## config.mk

```make
export PLATFORM = sky130hd
export DESIGN_NAME = dcache_miss
export DESIGN_NICKNAME = d
export VERILOG_FILES = /design/src/mem_pkg.sv /design/src/miss_pkg.sv /design/src/dcache_miss.sv /design/src/refill_ctrl.sv /design/src/line_fetch.sv /design/src/load_wait_queue.sv /design/src/miss_alloc.sv
export SDC_FILE = /design/constraint.sdc
export NUM_CORES = 1
export LEC_CHECK = 0
export BUFFER_PORTS_ARGS = -buffer_cell sky130_fd_sc_hd__buf_2
export CELL_PAD_IN_SITES_DETAIL_PLACEMENT = 1
export CELL_PAD_IN_SITES_GLOBAL_PLACEMENT = 1
export CORE_UTILIZATION = 51
export CTS_CLUSTER_SIZE = 16
export DETAILED_ROUTE_END_ITERATION = 8
export PLACE_DENSITY_LB_ADDON = 0.08
export SYNTH_ARGS = -nofsm -noshare
export SYNTH_HDL_FRONTEND = slang
export SYNTH_SLANG_ARGS = --single-unit
```

## constraint.sdc

```tcl
create_clock -name clk -period 10.6 [get_ports clk]
set_input_delay 3.18 -clock clk [delete_from_list [all_inputs] [get_ports clk]]
set_output_delay 3.18 -clock clk [all_outputs]
set_load 0.05 [all_outputs]
```

## src/mem_pkg.sv

```systemverilog
`default_nettype none

package mem_pkg;

    // two reads may be in flight
    localparam int MEM_IDS        = 2;
    localparam int BEATS_PER_LINE = 4;

    typedef logic [0:0] mem_id_t;
    typedef logic [1:0] beat_idx_t;

    typedef enum logic {
        IDLE,
        REQ
    } fetch_state_t;

endpackage

`default_nettype wire

```

## src/miss_pkg.sv

```systemverilog
`default_nettype none

package miss_pkg;

    localparam int MISS_ENTRIES     = 4;
    localparam int WAIT_SLOTS       = 4;
    localparam int LINE_OFFSET_BITS = 4;

    typedef logic [31:0] paddr_t;
    // address with the byte offset stripped
    typedef logic [27:0] line_addr_t;
    typedef logic [1:0] miss_idx_t;
    typedef logic [4:0] lq_idx_t;
    typedef logic [31:0] word_t;
    typedef logic [1:0] word_sel_t;
    typedef logic [127:0] line_t;

endpackage

`default_nettype wire
```

## src/dcache_miss.sv

```systemverilog
`timescale 1ns/1ps
`default_nettype none

module dcache_miss (
    input  wire                        clk,
    input  wire                        rst,
    input  wire                        ren,
    input  wire miss_pkg::paddr_t      raddr,
    input  wire miss_pkg::lq_idx_t     lq_idx,
    output logic                       rfull,
    output logic                       ar_valid,
    output miss_pkg::paddr_t           ar_addr,
    output mem_pkg::mem_id_t           ar_id,
    input  wire                        ar_ready,
    input  wire                        r_valid,
    input  wire mem_pkg::mem_id_t      r_id,
    input  wire miss_pkg::word_t       r_data,
    input  wire                        r_last,
    output logic                       refill_en,
    output miss_pkg::paddr_t           refill_addr,
    output miss_pkg::line_t            refill_data,
    input  wire                        refill_done,
    output logic                       lq_en,
    output miss_pkg::word_t            lq_data,
    output miss_pkg::lq_idx_t          lq_idx_o
);

    logic                                  slot_free;
    logic                                  alloc_ok;
    miss_pkg::miss_idx_t                   alloc_idx;
    logic [miss_pkg::MISS_ENTRIES-1:0]     entry_valid;
    miss_pkg::line_addr_t                  entry_line [miss_pkg::MISS_ENTRIES];
    logic [miss_pkg::MISS_ENTRIES-1:0]     fetch_pending;
    logic [miss_pkg::MISS_ENTRIES-1:0]     rhit_vec;
    logic                                  fetch_issued;
    miss_pkg::miss_idx_t                   fetch_issued_idx;
    logic [miss_pkg::MISS_ENTRIES-1:0]     line_ready;
    miss_pkg::line_t                       line_data [miss_pkg::MISS_ENTRIES];
    logic [miss_pkg::MISS_ENTRIES-1:0]     waiting_vec;
    logic                                  miss_end;
    miss_pkg::miss_idx_t                   miss_end_idx;

    miss_alloc u_alloc (
        .clk, .rst, .ren, .raddr, .slot_free, .fetch_issued, .fetch_issued_idx,
        .miss_end, .miss_end_idx, .rfull, .alloc_ok, .alloc_idx, .entry_valid,
        .entry_line, .fetch_pending, .rhit_vec
    );

    load_wait_queue u_wait (
        .clk, .rst, .alloc_ok, .alloc_idx, .raddr, .lq_idx, .line_ready, .line_data,
        .slot_free, .waiting_vec, .lq_en, .lq_data, .lq_idx_o
    );

    line_fetch u_fetch (
        .clk, .rst, .entry_valid, .entry_line, .fetch_pending, .ar_ready, .r_valid,
        .r_id, .r_data, .r_last, .miss_end, .miss_end_idx, .ar_valid, .ar_addr,
        .ar_id, .fetch_issued, .fetch_issued_idx, .line_ready, .line_data
    );

    refill_ctrl u_refill (
        .clk, .rst, .entry_valid, .entry_line, .line_ready, .line_data, .waiting_vec,
        .rhit_vec, .refill_done, .refill_en, .refill_addr, .refill_data, .miss_end,
        .miss_end_idx
    );

endmodule

`default_nettype wire

```

## src/refill_ctrl.sv

```systemverilog
`timescale 1ns/1ps
`default_nettype none

module refill_ctrl (
    input  wire                                   clk,
    input  wire                                   rst,
    input  wire [miss_pkg::MISS_ENTRIES-1:0]      entry_valid,
    input  wire miss_pkg::line_addr_t             entry_line [miss_pkg::MISS_ENTRIES],
    input  wire [miss_pkg::MISS_ENTRIES-1:0]      line_ready,
    input  wire miss_pkg::line_t                  line_data [miss_pkg::MISS_ENTRIES],
    input  wire [miss_pkg::MISS_ENTRIES-1:0]      waiting_vec,
    input  wire [miss_pkg::MISS_ENTRIES-1:0]      rhit_vec,
    input  wire                                   refill_done,
    output logic                                  refill_en,
    output miss_pkg::paddr_t                      refill_addr,
    output miss_pkg::line_t                       refill_data,
    output logic                                  miss_end,
    output miss_pkg::miss_idx_t                   miss_end_idx
);

    logic [miss_pkg::MISS_ENTRIES-1:0]     refilled;
    logic [miss_pkg::MISS_ENTRIES-1:0]     cand;
    logic [miss_pkg::MISS_ENTRIES-1:0]     end_vec;
    miss_pkg::miss_idx_t                   cand_idx;
    miss_pkg::miss_idx_t                   refill_idx;

    always_comb begin
        cand_idx     = '0;
        miss_end_idx = '0;
        for (int i = miss_pkg::MISS_ENTRIES - 1; i >= 0; i--) begin
            cand[i]    = entry_valid[i] && line_ready[i] && !refilled[i];
            end_vec[i] = entry_valid[i] && refilled[i] && !waiting_vec[i] && !rhit_vec[i];
            if (cand[i])
                cand_idx = miss_pkg::miss_idx_t'(i);
            if (end_vec[i])
                miss_end_idx = miss_pkg::miss_idx_t'(i);
        end
    end

    assign miss_end    = |end_vec;
    assign refill_addr = {entry_line[refill_idx], {miss_pkg::LINE_OFFSET_BITS{1'b0}}};
    assign refill_data = line_data[refill_idx];

    // offer held until the cache takes it
    always_ff @(posedge clk or negedge rst) begin
        if (!rst) begin
            refill_en <= 1'b0;
            refilled  <= '0;
        end else begin
            if (!refill_en && (|cand)) begin
                refill_en <= 1'b1;
            end else if (refill_en && refill_done) begin
                refill_en            <= 1'b0;
                refilled[refill_idx] <= 1'b1;
            end
            if (miss_end)
                refilled[miss_end_idx] <= 1'b0;
        end
    end

    always_ff @(posedge clk) begin
        if (!refill_en && (|cand))
            refill_idx <= cand_idx;
    end

endmodule

`default_nettype wire

```

## src/line_fetch.sv

```systemverilog
`timescale 1ns/1ps
`default_nettype none

module line_fetch (
    input  wire                                   clk,
    input  wire                                   rst,
    input  wire [miss_pkg::MISS_ENTRIES-1:0]      entry_valid,
    input  wire miss_pkg::line_addr_t             entry_line [miss_pkg::MISS_ENTRIES],
    input  wire [miss_pkg::MISS_ENTRIES-1:0]      fetch_pending,
    input  wire                                   ar_ready,
    input  wire                                   r_valid,
    input  wire mem_pkg::mem_id_t                 r_id,
    input  wire miss_pkg::word_t                  r_data,
    input  wire                                   r_last,
    input  wire                                   miss_end,
    input  wire miss_pkg::miss_idx_t              miss_end_idx,
    output logic                                  ar_valid,
    output miss_pkg::paddr_t                      ar_addr,
    output mem_pkg::mem_id_t                      ar_id,
    output logic                                  fetch_issued,
    output miss_pkg::miss_idx_t                   fetch_issued_idx,
    output logic [miss_pkg::MISS_ENTRIES-1:0]     line_ready,
    output miss_pkg::line_t                       line_data [miss_pkg::MISS_ENTRIES]
);

    mem_pkg::fetch_state_t                 state;
    logic [miss_pkg::MISS_ENTRIES-1:0]     cand;
    miss_pkg::miss_idx_t                   cand_idx;
    logic [mem_pkg::MEM_IDS-1:0]           id_busy;
    mem_pkg::mem_id_t                      free_id;
    miss_pkg::miss_idx_t                   id_map [mem_pkg::MEM_IDS];
    mem_pkg::beat_idx_t                    beat_cnt [mem_pkg::MEM_IDS];
    logic                                  start;

    always_comb begin
        cand_idx = '0;
        free_id  = '0;
        for (int i = miss_pkg::MISS_ENTRIES - 1; i >= 0; i--) begin
            // pending bit of an entry just issued is still set for one cycle
            cand[i] = entry_valid[i] && fetch_pending[i] &&
                      !(fetch_issued && (fetch_issued_idx == miss_pkg::miss_idx_t'(i)));
            if (cand[i])
                cand_idx = miss_pkg::miss_idx_t'(i);
        end
        for (int i = mem_pkg::MEM_IDS - 1; i >= 0; i--) begin
            if (!id_busy[i])
                free_id = mem_pkg::mem_id_t'(i);
        end
    end

    assign start = (state == mem_pkg::IDLE) && (|cand) && !(&id_busy);

    always_ff @(posedge clk or negedge rst) begin
        if (!rst) begin
            state        <= mem_pkg::IDLE;
            ar_valid     <= 1'b0;
            fetch_issued <= 1'b0;
            id_busy      <= '0;
            line_ready   <= '0;
            beat_cnt     <= '{default: '0};
        end else begin
            fetch_issued <= 1'b0;
            case (state)
                mem_pkg::IDLE: begin
                    if (start) begin
                        ar_valid         <= 1'b1;
                        id_busy[free_id] <= 1'b1;
                        state            <= mem_pkg::REQ;
                    end
                end
                mem_pkg::REQ: begin
                    if (ar_ready) begin
                        ar_valid     <= 1'b0;
                        fetch_issued <= 1'b1;
                        state        <= mem_pkg::IDLE;
                    end
                end
            endcase
            if (r_valid) begin
                beat_cnt[r_id] <= r_last ? '0 : beat_cnt[r_id] + 1'b1;
                if (r_last) begin
                    id_busy[r_id]            <= 1'b0;
                    line_ready[id_map[r_id]] <= 1'b1;
                end
            end
            if (miss_end)
                line_ready[miss_end_idx] <= 1'b0;
        end
    end

    always_ff @(posedge clk) begin
        if (start) begin
            ar_addr          <= {entry_line[cand_idx], {miss_pkg::LINE_OFFSET_BITS{1'b0}}};
            ar_id            <= free_id;
            id_map[free_id]  <= cand_idx;
            fetch_issued_idx <= cand_idx;
        end
        // beats land in the entry owning this id
        if (r_valid)
            line_data[id_map[r_id]][beat_cnt[r_id]*($bits(miss_pkg::line_t) /
                mem_pkg::BEATS_PER_LINE) +: $bits(miss_pkg::word_t)] <= r_data;
    end

endmodule

`default_nettype wire

```

## src/load_wait_queue.sv

```systemverilog
`timescale 1ns/1ps
`default_nettype none

module load_wait_queue (
    input  wire                                   clk,
    input  wire                                   rst,
    input  wire                                   alloc_ok,
    input  wire miss_pkg::miss_idx_t              alloc_idx,
    input  wire miss_pkg::paddr_t                 raddr,
    input  wire miss_pkg::lq_idx_t                lq_idx,
    input  wire [miss_pkg::MISS_ENTRIES-1:0]      line_ready,
    input  wire miss_pkg::line_t                  line_data [miss_pkg::MISS_ENTRIES],
    output logic                                  slot_free,
    output logic [miss_pkg::MISS_ENTRIES-1:0]     waiting_vec,
    output logic                                  lq_en,
    output miss_pkg::word_t                       lq_data,
    output miss_pkg::lq_idx_t                     lq_idx_o
);

    logic [miss_pkg::WAIT_SLOTS-1:0]          slot_valid;
    logic [miss_pkg::WAIT_SLOTS-1:0]          rel_vec;
    miss_pkg::miss_idx_t                      slot_miss [miss_pkg::WAIT_SLOTS];
    miss_pkg::word_sel_t                      slot_sel [miss_pkg::WAIT_SLOTS];
    miss_pkg::lq_idx_t                        slot_lq [miss_pkg::WAIT_SLOTS];
    logic [$clog2(miss_pkg::WAIT_SLOTS)-1:0]  free_slot;
    logic [$clog2(miss_pkg::WAIT_SLOTS)-1:0]  rel_slot;

    always_comb begin
        free_slot   = '0;
        rel_slot    = '0;
        waiting_vec = '0;
        for (int i = miss_pkg::WAIT_SLOTS - 1; i >= 0; i--) begin
            rel_vec[i] = slot_valid[i] && line_ready[slot_miss[i]];
            if (!slot_valid[i])
                free_slot = i[$clog2(miss_pkg::WAIT_SLOTS)-1:0];
            if (rel_vec[i])
                rel_slot = i[$clog2(miss_pkg::WAIT_SLOTS)-1:0];
            // slot being released still counts as waiting this cycle
            if (slot_valid[i])
                waiting_vec[slot_miss[i]] = 1'b1;
        end
    end

    assign slot_free = ~&slot_valid;

    always_ff @(posedge clk or negedge rst) begin
        if (!rst) begin
            slot_valid <= '0;
            lq_en      <= 1'b0;
        end else begin
            lq_en <= |rel_vec;
            if (|rel_vec)
                slot_valid[rel_slot] <= 1'b0;
            if (alloc_ok)
                slot_valid[free_slot] <= 1'b1;
        end
    end

    always_ff @(posedge clk) begin
        if (alloc_ok) begin
            slot_miss[free_slot] <= alloc_idx;
            slot_sel[free_slot]  <= raddr[miss_pkg::LINE_OFFSET_BITS-1:2];
            slot_lq[free_slot]   <= lq_idx;
        end
        // one wakeup per cycle
        if (|rel_vec) begin
            lq_data  <= line_data[slot_miss[rel_slot]][slot_sel[rel_slot]*32 +: 32];
            lq_idx_o <= slot_lq[rel_slot];
        end
    end

endmodule

`default_nettype wire

```

## src/miss_alloc.sv

```systemverilog
`timescale 1ns/1ps
`default_nettype none

module miss_alloc (
    input  wire                                   clk,
    input  wire                                   rst,
    input  wire                                   ren,
    input  wire miss_pkg::paddr_t                 raddr,
    input  wire                                   slot_free,
    input  wire                                   fetch_issued,
    input  wire miss_pkg::miss_idx_t              fetch_issued_idx,
    input  wire                                   miss_end,
    input  wire miss_pkg::miss_idx_t              miss_end_idx,
    output logic                                  rfull,
    output logic                                  alloc_ok,
    output miss_pkg::miss_idx_t                   alloc_idx,
    output logic [miss_pkg::MISS_ENTRIES-1:0]     entry_valid,
    output miss_pkg::line_addr_t                  entry_line [miss_pkg::MISS_ENTRIES],
    output logic [miss_pkg::MISS_ENTRIES-1:0]     fetch_pending,
    output logic [miss_pkg::MISS_ENTRIES-1:0]     rhit_vec
);

    miss_pkg::line_addr_t                  line;
    logic [miss_pkg::MISS_ENTRIES-1:0]     hit_vec;
    logic                                  hit;
    logic                                  any_free;
    miss_pkg::miss_idx_t                   hit_idx;
    miss_pkg::miss_idx_t                   free_idx;

    assign line = raddr[$bits(miss_pkg::paddr_t)-1:miss_pkg::LINE_OFFSET_BITS];

    // match against live entries, lowest free entry for a new line
    always_comb begin
        hit_idx  = '0;
        free_idx = '0;
        for (int i = miss_pkg::MISS_ENTRIES - 1; i >= 0; i--) begin
            hit_vec[i] = entry_valid[i] && (entry_line[i] == line);
            if (hit_vec[i])
                hit_idx = miss_pkg::miss_idx_t'(i);
            if (!entry_valid[i])
                free_idx = miss_pkg::miss_idx_t'(i);
        end
    end

    assign hit       = |hit_vec;
    assign any_free  = ~&entry_valid;
    assign alloc_ok  = ren && slot_free && (hit || any_free);
    assign alloc_idx = hit ? hit_idx : free_idx;
    // keeps a hit entry alive for this cycle
    assign rhit_vec  = ren ? hit_vec : '0;

    always_ff @(posedge clk or negedge rst) begin
        if (!rst) begin
            rfull         <= 1'b0;
            entry_valid   <= '0;
            fetch_pending <= '0;
        end else begin
            rfull <= ren && !alloc_ok;
            if (alloc_ok && !hit) begin
                entry_valid[alloc_idx]   <= 1'b1;
                fetch_pending[alloc_idx] <= 1'b1;
            end
            if (fetch_issued)
                fetch_pending[fetch_issued_idx] <= 1'b0;
            if (miss_end)
                entry_valid[miss_end_idx] <= 1'b0;
        end
    end

    always_ff @(posedge clk) begin
        if (alloc_ok && !hit)
            entry_line[alloc_idx] <= line;
    end

endmodule

`default_nettype wire

```

# --- After elaboration in Yosys (flattened, before gate mapping) ---
# Memory sizes are Yosys's and may differ from the RTL's. A register that Yosys moved wholly into a read port is not among the register bits.
# Index checks and enable logic that the tools add are counted.
word_totals:
  ramBits: 40
  in_bits: 77
  out_inout_bits: 234
  wordCells: 329
  ff_bits: 721
  memories: 4
classes:
  addsub: 2
  n_shift: 3
  muxes: 123
  bitwise_logic: 26
  order_cmp: 35
  eq_ne: 9
  reduce_logical: 99
mem_list:
  columns: ["memory", "words", "width", "rd", "rd_ports_with_merged_regs", "wr", "line", "source"]
  rows:
  - ["u_wait.slot_lq", 4, 5, 1, 1, 1, "load_wait_queue.sv:24", "miss_pkg::lq_idx_t slot_lq [miss_pkg::WAIT_SLOTS];"]
  - ["u_wait.slot_miss", 4, 2, 5, 0, 1, "load_wait_queue.sv:22", "miss_pkg::miss_idx_t slot_miss [miss_pkg::WAIT_SLOTS];"]
  - ["u_wait.slot_sel", 4, 2, 1, 0, 1, "load_wait_queue.sv:23", "miss_pkg::word_sel_t slot_sel [miss_pkg::WAIT_SLOTS];"]
  - ["u_fetch.id_map", 2, 2, 1, 0, 1, "line_fetch.sv:31", "miss_pkg::miss_idx_t id_map [mem_pkg::MEM_IDS];"]
op_table:
  columns: ["op", "count"]
  rows:
  - ["128-bit two-way mux", 5]
  - ["128-bit binary-select mux with 2-bit select", 2]
  - ["512-bit bitwise mux", 1]
  - ["128-bit demux with 2-bit select", 1]
  - ["28-bit two-way mux", 5]
  - ["32-bit by 34-bit variable shift with 128-bit output (first input constant)", 1]
  - ["128-bit by 8-bit indexed part select with 32-bit output", 1]
  - ["32-bit by 34-bit indexed part select with 128-bit output", 1]
  - ["28-bit binary-select mux with 2-bit select", 2]
  - ["112-bit bitwise mux", 1]
  - ["28-bit == test", 4]
  - ["2-bit two-way mux", 36]
  - ["4-bit two-way mux", 17]
  - ["1-bit logical AND", 64]
  - ["28-bit demux with 2-bit select", 1]
  - ["7-bit negation with 34-bit output", 1]
  - ["2-bit by 3-bit < comparator with 1-bit output (second input constant)", 11]
  - ["4-bit OR", 8]
  - ["1-bit two-way mux", 31]
  - ["1-bit demux with 2-bit select", 11]
  - ["2-bit by 1-bit >= comparator with 1-bit output (second input constant)", 11]
  - ["1-bit logical NOT", 22]
  - ["4-bit AND", 5]
  - ["4-bit OR reduction", 5]
  - ["29 further kinds", 50]

# --- Depth between registers and ports, before layout ---
# Gate-level depths: netlist of the first run.
# An unclocked memory read counts as a cell.
logic_depth:
  depth_word: 26
  ltp_mapped: 13
  depth_no_buf: 8

# --- Hierarchy ---
# A second synthesis of the first run with hierarchy kept.
unflattened:
  hier_cells: 2582
  area_unflattened_um2: 36334.8
modules_own_cells:
  columns: ["mod", "seq_area_each_um2", "instances", "cells_each", "area_each_um2"]
  rows:
  - ["line_fetch", 16751.1, 1, 931, 19149.6]
  - ["load_wait_queue", 2317.2, 1, 1020, 7428.4]
  - ["miss_alloc", 3588.4, 1, 390, 5541.6]
  - ["refill_ctrl", 185.2, 1, 241, 4215.3]

# --- Worst setup path before layout of the first run ---
# No wires, ideal clock.
synth_timing:
  kind: "input port to flip-flop"
  startpoint: "input raddr[26]"
  endpoint: "register u_alloc.entry_line[28] (netlist name), enable pin"
  n_path_buf: 1
  setup_time_ns: 0.490
  stages: 8
  arrival_time_ns: 7.184
  slack_ns: 2.925
  required_time_ns: 10.110
  cell_sequence: "clkbuf_1 xnor2_1 nand4_1 nor4_1 nand4_1 nand4_1 or3b_2 nor4_1"
synth_via:
  elab_chain_len: 6
  word_cells_on_any_way: 13
  classes_between: "eq/ne: 4; reduce/logical: 9"
synth_rtl:
  columns: ["element", "line", "source"]
  rows:
  - ["start, declared", "dcache_miss.sv:8", "input wire miss_pkg::paddr_t raddr,"]
  - ["28-bit == test", "miss_alloc.sv:37", "hit_vec[i] = entry_valid[i] && (entry_line[i] == line);"]
  - ["1-bit logical AND", "miss_alloc.sv:37", null]
  - ["4-bit OR reduction (*)", "miss_alloc.sv:45", "assign hit = |hit_vec;"]
  - ["1-bit logical OR", "miss_alloc.sv:47", "assign alloc_ok = ren && slot_free && (hit || any_free);"]
  - ["1-bit logical AND", "miss_alloc.sv:47", null]
  - ["1-bit logical AND (*)", "miss_alloc.sv:71", "if (alloc_ok && !hit)"]
  - ["end signal, assigned by index", "miss_alloc.sv:72", "entry_line[alloc_idx] <= line;"]
  - ["end, declared", "miss_alloc.sv:18", "output miss_pkg::line_addr_t entry_line [miss_pkg::MISS_ENTRIES],"]
# Mark *: on every way between the ends. The rest lies on a longest branch, timed or not.
# A chain may end at the register's enable or synchronous reset.

# --- Worst setup path after layout of the first run ---
layout_timing:
  startpoint: "register u_refill.refill_idx[1]"
  endpoint: "output refill_data[65]"
layout_via:
  elab_chain_len: 4
layout_rtl:
  columns: ["element", "line", "source"]
  rows:
  - ["start, declared", "refill_ctrl.sv:25", "miss_pkg::miss_idx_t refill_idx;"]
  - ["start signal, assigned", "refill_ctrl.sv:63", "refill_idx <= cand_idx;"]
  - ["2-bit inverter with 3-bit output (not written as such)", "refill_ctrl.sv:42", "assign refill_data = line_data[refill_idx];"]
  - ["128-bit binary-select mux with 2-bit select", "refill_ctrl.sv:42", null]
  - ["128-bit two-way mux (not written as such) (2 in series)", "refill_ctrl.sv:42", null]
  - ["end, declared", "dcache_miss.sv:21", "output miss_pkg::line_t refill_data,"]
# Every way passes these cells. The select of a mux whose other input is x is not followed.

==> results.ini, run 1 <==
[global_routing]
grt_first_pass_wirelength_um=171000
grt_max_degree=128
antenna_found_initial=6
grtUsageTotal_pct=31.9
grt_pass1_vias=26100
grt_overflow_total=0

[critical_path]
crit_top_cell=buf_4
path_cells=buf_4 -> buf_4 -> mux4_2 -> buf_2
cp-end-kind=primary output
critPathKind=flop to primary output
cp-start-kind=flop
critPathBufInv=3
slowest_delay_ns=0.86
critPathMaxFanout=47
arrival_ns=3.68
worstPathRequired_ns=7.42
crit_slowest_cell=buf_4
cpLargestDelayFamily=buffers and inverters

[floorplan]
dieArea_um2=73200
io_pins=311
die_h_um=271
num_rows=98
dieWidth_um=271
core_area_um2=71400
initial_core_util_pct=51.5

[clock_network]
htreeDepth=3
postCtsHoldBufs=0
cts_tree=done
clockBufferDepth=3
cts_made_buffers=81
clk_latency_ns=0.64
cts-resized-gates=0
clock-sinks=766
postCtsSetupBuffers=0
clk_pin_slew_worst_paths_ns=0.06
cts-root-buf=clkbuf_16

[yosys]
synth_seq_cells=766
syn_area_um2=36800
ys.flop_type=edfxtp_1
yosys_warnings=0
synth_edf_count=734
ys_seq_area_share_pct=62.1
syn_area_per_cell_um2=14.7
synth_cell_types=77
synthArstFlopShare_pct=4.18
synthCells=2501

[sta]
period_minus_slack_ns=6.86
final_hold_viol_count=0
timing.final.crit_share_pct=64.7
max_freq_mhz=146
max_slew_margin_pct=25.8
maxSlewViolCount=0
setup_viol=0
setup_tns_ns=0
rsz0062_at_grt=no
worstMarginPinSlew_ns=1.11
fin_skew_ns=0.0280

[place]
numPortBuffers=300
hpwlAfterDp_um=74000
place_congestion=0.870

[drt]
drcViolationCount=0
avgViaCountPerCell=6.51
num_vias=24500
top_layer=met5
routed-wl-met3_um=7700
m1WireLength_um=43100
totalWireLength_um=117000
drt_iter0_markers=2022
met2_length_um=59500
first_pass_iters=5
wl_per_cell_um=31.2
route.antenna.remaining_nets=0

[layout]
multi_input_area_um2=13100
final_common_cell=edfxtp_1
syn_to_final_growth_pct=13.8
layout_common_cells=edfxtp_1 (734), buf_2 (300), mux4_2 (188)
nets=2825
drive_above_1_share_pct=26.3
ff_latch_area_um2=22800
fill_cells=6792

[hold_path]
worst_hold_path_type=flop to flop

[run_status]
status=finished, final reports clean

[run]
max_cap_violations=0

[worst paths after layout]
kind                                         from                endpoint  slack (ns)  depth (start not counted)
min                           u_fetch.beat_cnt[1]     u_fetch.beat_cnt[1]        0.51                          1
max                        u_refill.refill_idx[1]         refill_data[65]        3.74                          4
min reg2reg                   u_fetch.beat_cnt[1]     u_fetch.beat_cnt[1]        0.51                          1
min in group asynchronous                     rst  u_alloc.entry_valid[0]        2.61                          1
max in group asynchronous                     rst            u_wait.lq_en        7.47                          1
max reg2reg                 u_fetch.line_ready[1]      u_wait.lq_data[19]        4.64                         11
[layout make-up]
| type | count | share of cell area, % |
|---|---|---|
| Inverter | 21 | 0.188 |
| Tap cell | 950 | 2.84 |
| Timing Repair Buffer | 353 | 4.57 |
| Antenna cell | 1 | 0.00598 |
| Multi-Input combinational cell | 1520 | 31.3 |
| Clock buffer | 99 | 5.10 |
| Sequential cell | 766 | 54.6 |
| Clock inverter | 52 | 1.40 |
[registers in the layout (all words and copies together) (netlist names), 4 cells and up]
signal and cells:
u_fetch.line_data 512, u_alloc.entry_line 112, u_wait.lq_data 32, u_fetch.ar_addr 28, u_wait.slot_lq 20, u_wait.slot_miss 8, u_wait.slot_sel 8, u_wait.lq_idx_o 5
u_alloc.entry_valid 4, u_alloc.fetch_pending 4, u_fetch.beat_cnt 4, u_fetch.id_map 4, u_fetch.line_ready 4, u_refill.refilled 4, u_wait.slot_valid 4
[per-stage QoR]
step           hold slack, ns  utilization (%)  std cells  worst slack (ns)  area (um^2)
3_3_place_gp            0.487             54.8       3610              3.77        39100
5_1_grt                 0.536             58.7       3761              3.57        41900
4_1_cts                 0.510             58.7       3761              3.67        41900
2_1_floorplan           0.468                -       2508              2.93        36800
3_5_place_dp            0.497             54.8       3610              3.74        39100
6_report                0.511             58.7       3762              3.74        41900
[Yosys cell counts, drive strengths merged (3+ instances only)]
cell,number,area (um^2)
edfxtp,734,22000
nand2,191,727
mux4,188,4230
nor2,140,526
clkbuf,106,398
a21oi,95,487
buf,95,529
mux2i,95,951
xnor2,91,797
a211oi,72,546
and3,71,444
o21ai,70,350
nand2b,40,258
nand4,39,250
a31oi,37,246
and2,37,231
mux2,36,409
o22ai,36,231
dfrtp,32,801
a22oi,31,260
a211o,29,254
a221o,29,290
a41oi,29,254
inv,21,78.8
xor2,20,175
nand3,19,95.1
nor4,14,87.6
o21a,14,105
nor3,13,65.1
nor2b,9,56.3
o221ai,7,61.3
nor3b,6,45.0
o22a,6,53.8
a222oi,5,50.1
ha,5,62.6
a21o,4,31.3
or2,4,25.0
a21boi,3,22.5
nand3b,3,22.5
or4,3,22.5
[cell families (layout without fill, tap and decap cells)]
| group | Yosys count | count (layout) | synth area share (%) |
|---|---|---|---|
| DFF | 766 | 766 | 62.1 |
| and+or+nand+nor | 594 | 594 | 7.88 |
| AOI/OAI and AO/OA | 483 | 483 | 9.23 |
| muxes | 319 | 319 | 15.2 |
| buffers and inverters | 222 | 525 | 2.74 |
| xor gates and xnor gates | 111 | 111 | 2.64 |
| adders and majority gates | 5 | 5 | 0.170 |
| other | 1 | 9 | 0.0102 |
[worst register-to-register path, stage by stage (launching register included)]
cell and delay (ns):
dfrtp_1 0.57, mux2i_1 0.21, o22a_1 0.41, a22oi_4 0.24, buf_4 0.62, a21o_2 0.25
buf_4 0.59, nand2_4 0.75, buf_4 0.65, a221o_1 0.53, a22oi_1 0.65, o22ai_1 0.19
[per-layer routing]
layer | up-vias | global-route usage, %
li1 | 10400 | -
met1 | 12800 | 38.2
met2 | 1023 | 54.6
met3 | 232 | 5.28
met4 | 6 | 17.9
met5 | - | 0
Power of run 1 is left out: the tool's default activity adds up to more than one toggle a clock period on the data nets, which glitch-free logic cannot reach.
==> run 2, diff against run 1 <==
--- a/config.mk
+++ b/config.mk
@@ -8,7 +8,7 @@
 export BUFFER_PORTS_ARGS = -buffer_cell sky130_fd_sc_hd__buf_2
 export CELL_PAD_IN_SITES_DETAIL_PLACEMENT = 1
 export CELL_PAD_IN_SITES_GLOBAL_PLACEMENT = 1
-export CORE_UTILIZATION = 51
+export CORE_UTILIZATION = 46
 export CTS_CLUSTER_SIZE = 16
 export DETAILED_ROUTE_END_ITERATION = 8
 export PLACE_DENSITY_LB_ADDON = 0.08
==> constraint.sdc (replaced) <==
create_clock -name clk -period 5.6 [get_ports clk]
set_input_delay 1.68 -clock clk [delete_from_list [all_inputs] [get_ports clk]]
set_output_delay 1.68 -clock clk [all_outputs]
set_load 0.05 [all_outputs]
==> results.ini, run 2 (synthesis gave the netlist of run 1 again) <==
[drt]
drt_iter0_markers=2063  ; was 2022
first_pass_iters=5  ; unchanged
avgViaCountPerCell=6.32  ; was 6.51
num_vias=24500  ; about the same
drcViolationCount=0  ; unchanged
route.antenna.remaining_nets=0  ; unchanged
totalWireLength_um=120000  ; was 117000 um
wl_per_cell_um=31.0  ; was 31.2 um

[critical_path]
critPathKind=flop to flop  ; was flop to primary output
path_cells=mux2i_1 -> o22a_1 -> a22oi_4 -> a21o_2 -> nand2_4 -> a221o_1 -> a22oi_1 -> o22ai_1  ; was buf_4 -> buf_4 -> mux4_2 -> buf_2
slowest_delay_ns=0.68  ; was 0.86 ns
crit_start=u_fetch.line_ready[1]  ; was u_refill.refill_idx[1]
critPathMaxFanout=53  ; was 47
r2r-start=u_fetch.line_ready[1]  ; unchanged
worstPathRequired_ns=5.94  ; was 7.42 ns
cp-start-kind=flop  ; unchanged
cp-end-kind=flop  ; was primary output
crit_slowest_cell=a21o_2  ; was buf_4
arrival_ns=5.05  ; was 3.68 ns

[sta]
period_minus_slack_ns=4.71
max_slew_margin_pct=24.2  ; was 25.8%
rsz0062_at_grt=no  ; unchanged
maxSlewViolCount=0  ; unchanged
timing.final.crit_share_pct=84.1
setup_tns_ns=0  ; unchanged
max_freq_mhz=212
worstMarginPinSlew_ns=1.14  ; was 1.11 ns
final_hold_viol_count=0  ; unchanged
finalHoldWorstSlack_ns=0.506  ; was 0.511 ns
fin_skew_ns=0.0261  ; was 0.0280 ns
setup_viol=0  ; unchanged

[clock_network]
cts_made_buffers=84  ; was 81
clk_pin_slew_worst_paths_ns=0.06  ; about the same
cts-resized-gates=0  ; unchanged
clock-sinks=766  ; unchanged
postCtsHoldBufs=0  ; unchanged
cts-root-buf=clkbuf_16  ; unchanged
clockBufferDepth=3  ; unchanged
postCtsSetupBuffers=0  ; unchanged
htreeDepth=3  ; unchanged
cts_tree=done  ; unchanged
clk_latency_ns=0.65  ; was 0.64 ns

[layout]
syn_to_final_growth_pct=14.8  ; was 13.8%
utilization_pct=53.4  ; was 58.7%
nets=2846  ; was 2825
fill_cells=7601  ; was 6792
final_common_cell=edfxtp_1  ; unchanged
drive_above_1_share_pct=26.6  ; was 26.3%
layout_common_cells=edfxtp_1 (734), buf_2 (300), mux4_2 (188)  ; unchanged
largest_register_ff_count=512  ; unchanged

[floorplan]
core_area_um2=79000  ; was 71400 um^2
dieWidth_um=285  ; was 271 um
io_pins=311  ; unchanged
die_h_um=285  ; was 271 um
initial_core_util_pct=46.5  ; was 51.5%
dieArea_um2=81100  ; was 73200 um^2
num_rows=103  ; was 98

[place]
place_congestion=0.853  ; was 0.870
numPortBuffers=300  ; unchanged
hpwlAfterDp_um=78200  ; was 74000 um

[hold_path]
worstHoldStart=u_fetch.beat_cnt[0]  ; was u_fetch.beat_cnt[1]
worst_hold_path_type=flop to flop  ; unchanged

[global_routing]
grt_first_pass_wirelength_um=175000  ; was 171000 um
grt_pass1_vias=25700  ; was 26100
antenna_found_initial=5  ; was 6
grt_overflow_total=0  ; unchanged
grt_max_degree=112  ; was 128
grtUsageTotal_pct=29.4  ; was 31.9%

[run_status]
status=finished, final reports clean  ; unchanged

[run]
max_cap_violations=0  ; unchanged

run 2: per-layer routing:
layer	part of all wire, %	GRT usage [%]
met2	51	51.1
met5	0.017	0
met3	6.2	4.40
met4	4.6	13.2
met1	38	36.4
run 2: path summary, 6_finish.rpt:
check                                       endpoint  slack, ns  cells after the start
worst max-delay path              u_wait.lq_data[21]       0.89                      8
worst min-delay path             u_fetch.beat_cnt[0]       0.51                      1
worst max register to register    u_wait.lq_data[21]       0.89                      8
worst min register to register   u_fetch.beat_cnt[0]       0.51                      1
max in group asynchronous       u_refill.refilled[3]       3.94                      1
min in group asynchronous              u_alloc.rfull       1.14                      1
run 2: worst max-delay path, delay by kind of cell (launching register included):
family          cells  cell delay [ns]
compound gates      6             2.96
simple gates        1             0.62
flops               1             0.56
mux                 1             0.19
run 2: area by class of cell:
| cell class | instances | area, um^2 | share of cell area (%) |
|---|---|---|---|
| Tap cell | 1050 | 1310 | 3.11 |
| Clock inverter | 44 | 420 | 0.996 |
| Clock buffer | 106 | 2230 | 5.27 |
| Timing Repair Buffer | 371 | 2210 | 5.23 |
| Multi-Input combinational cell | 1520 | 13100 | 31.1 |
| Sequential cell | 766 | 22800 | 54.1 |
| Antenna cell | 3 | 7.51 | 0.0178 |
| Inverter | 21 | 78.8 | 0.187 |
run 2: through the flow:
step	cells	cell area (um^2)	setup slack [ns]
floorplan	2508	36800	0.243
global route	3878	42200	0.799
CTS	3878	42200	0.951
detailed placement	3728	39600	0.547
finish	3881	42200	0.890
global placement	3728	39600	0.653
Power of run 2 is left out for the same reason.
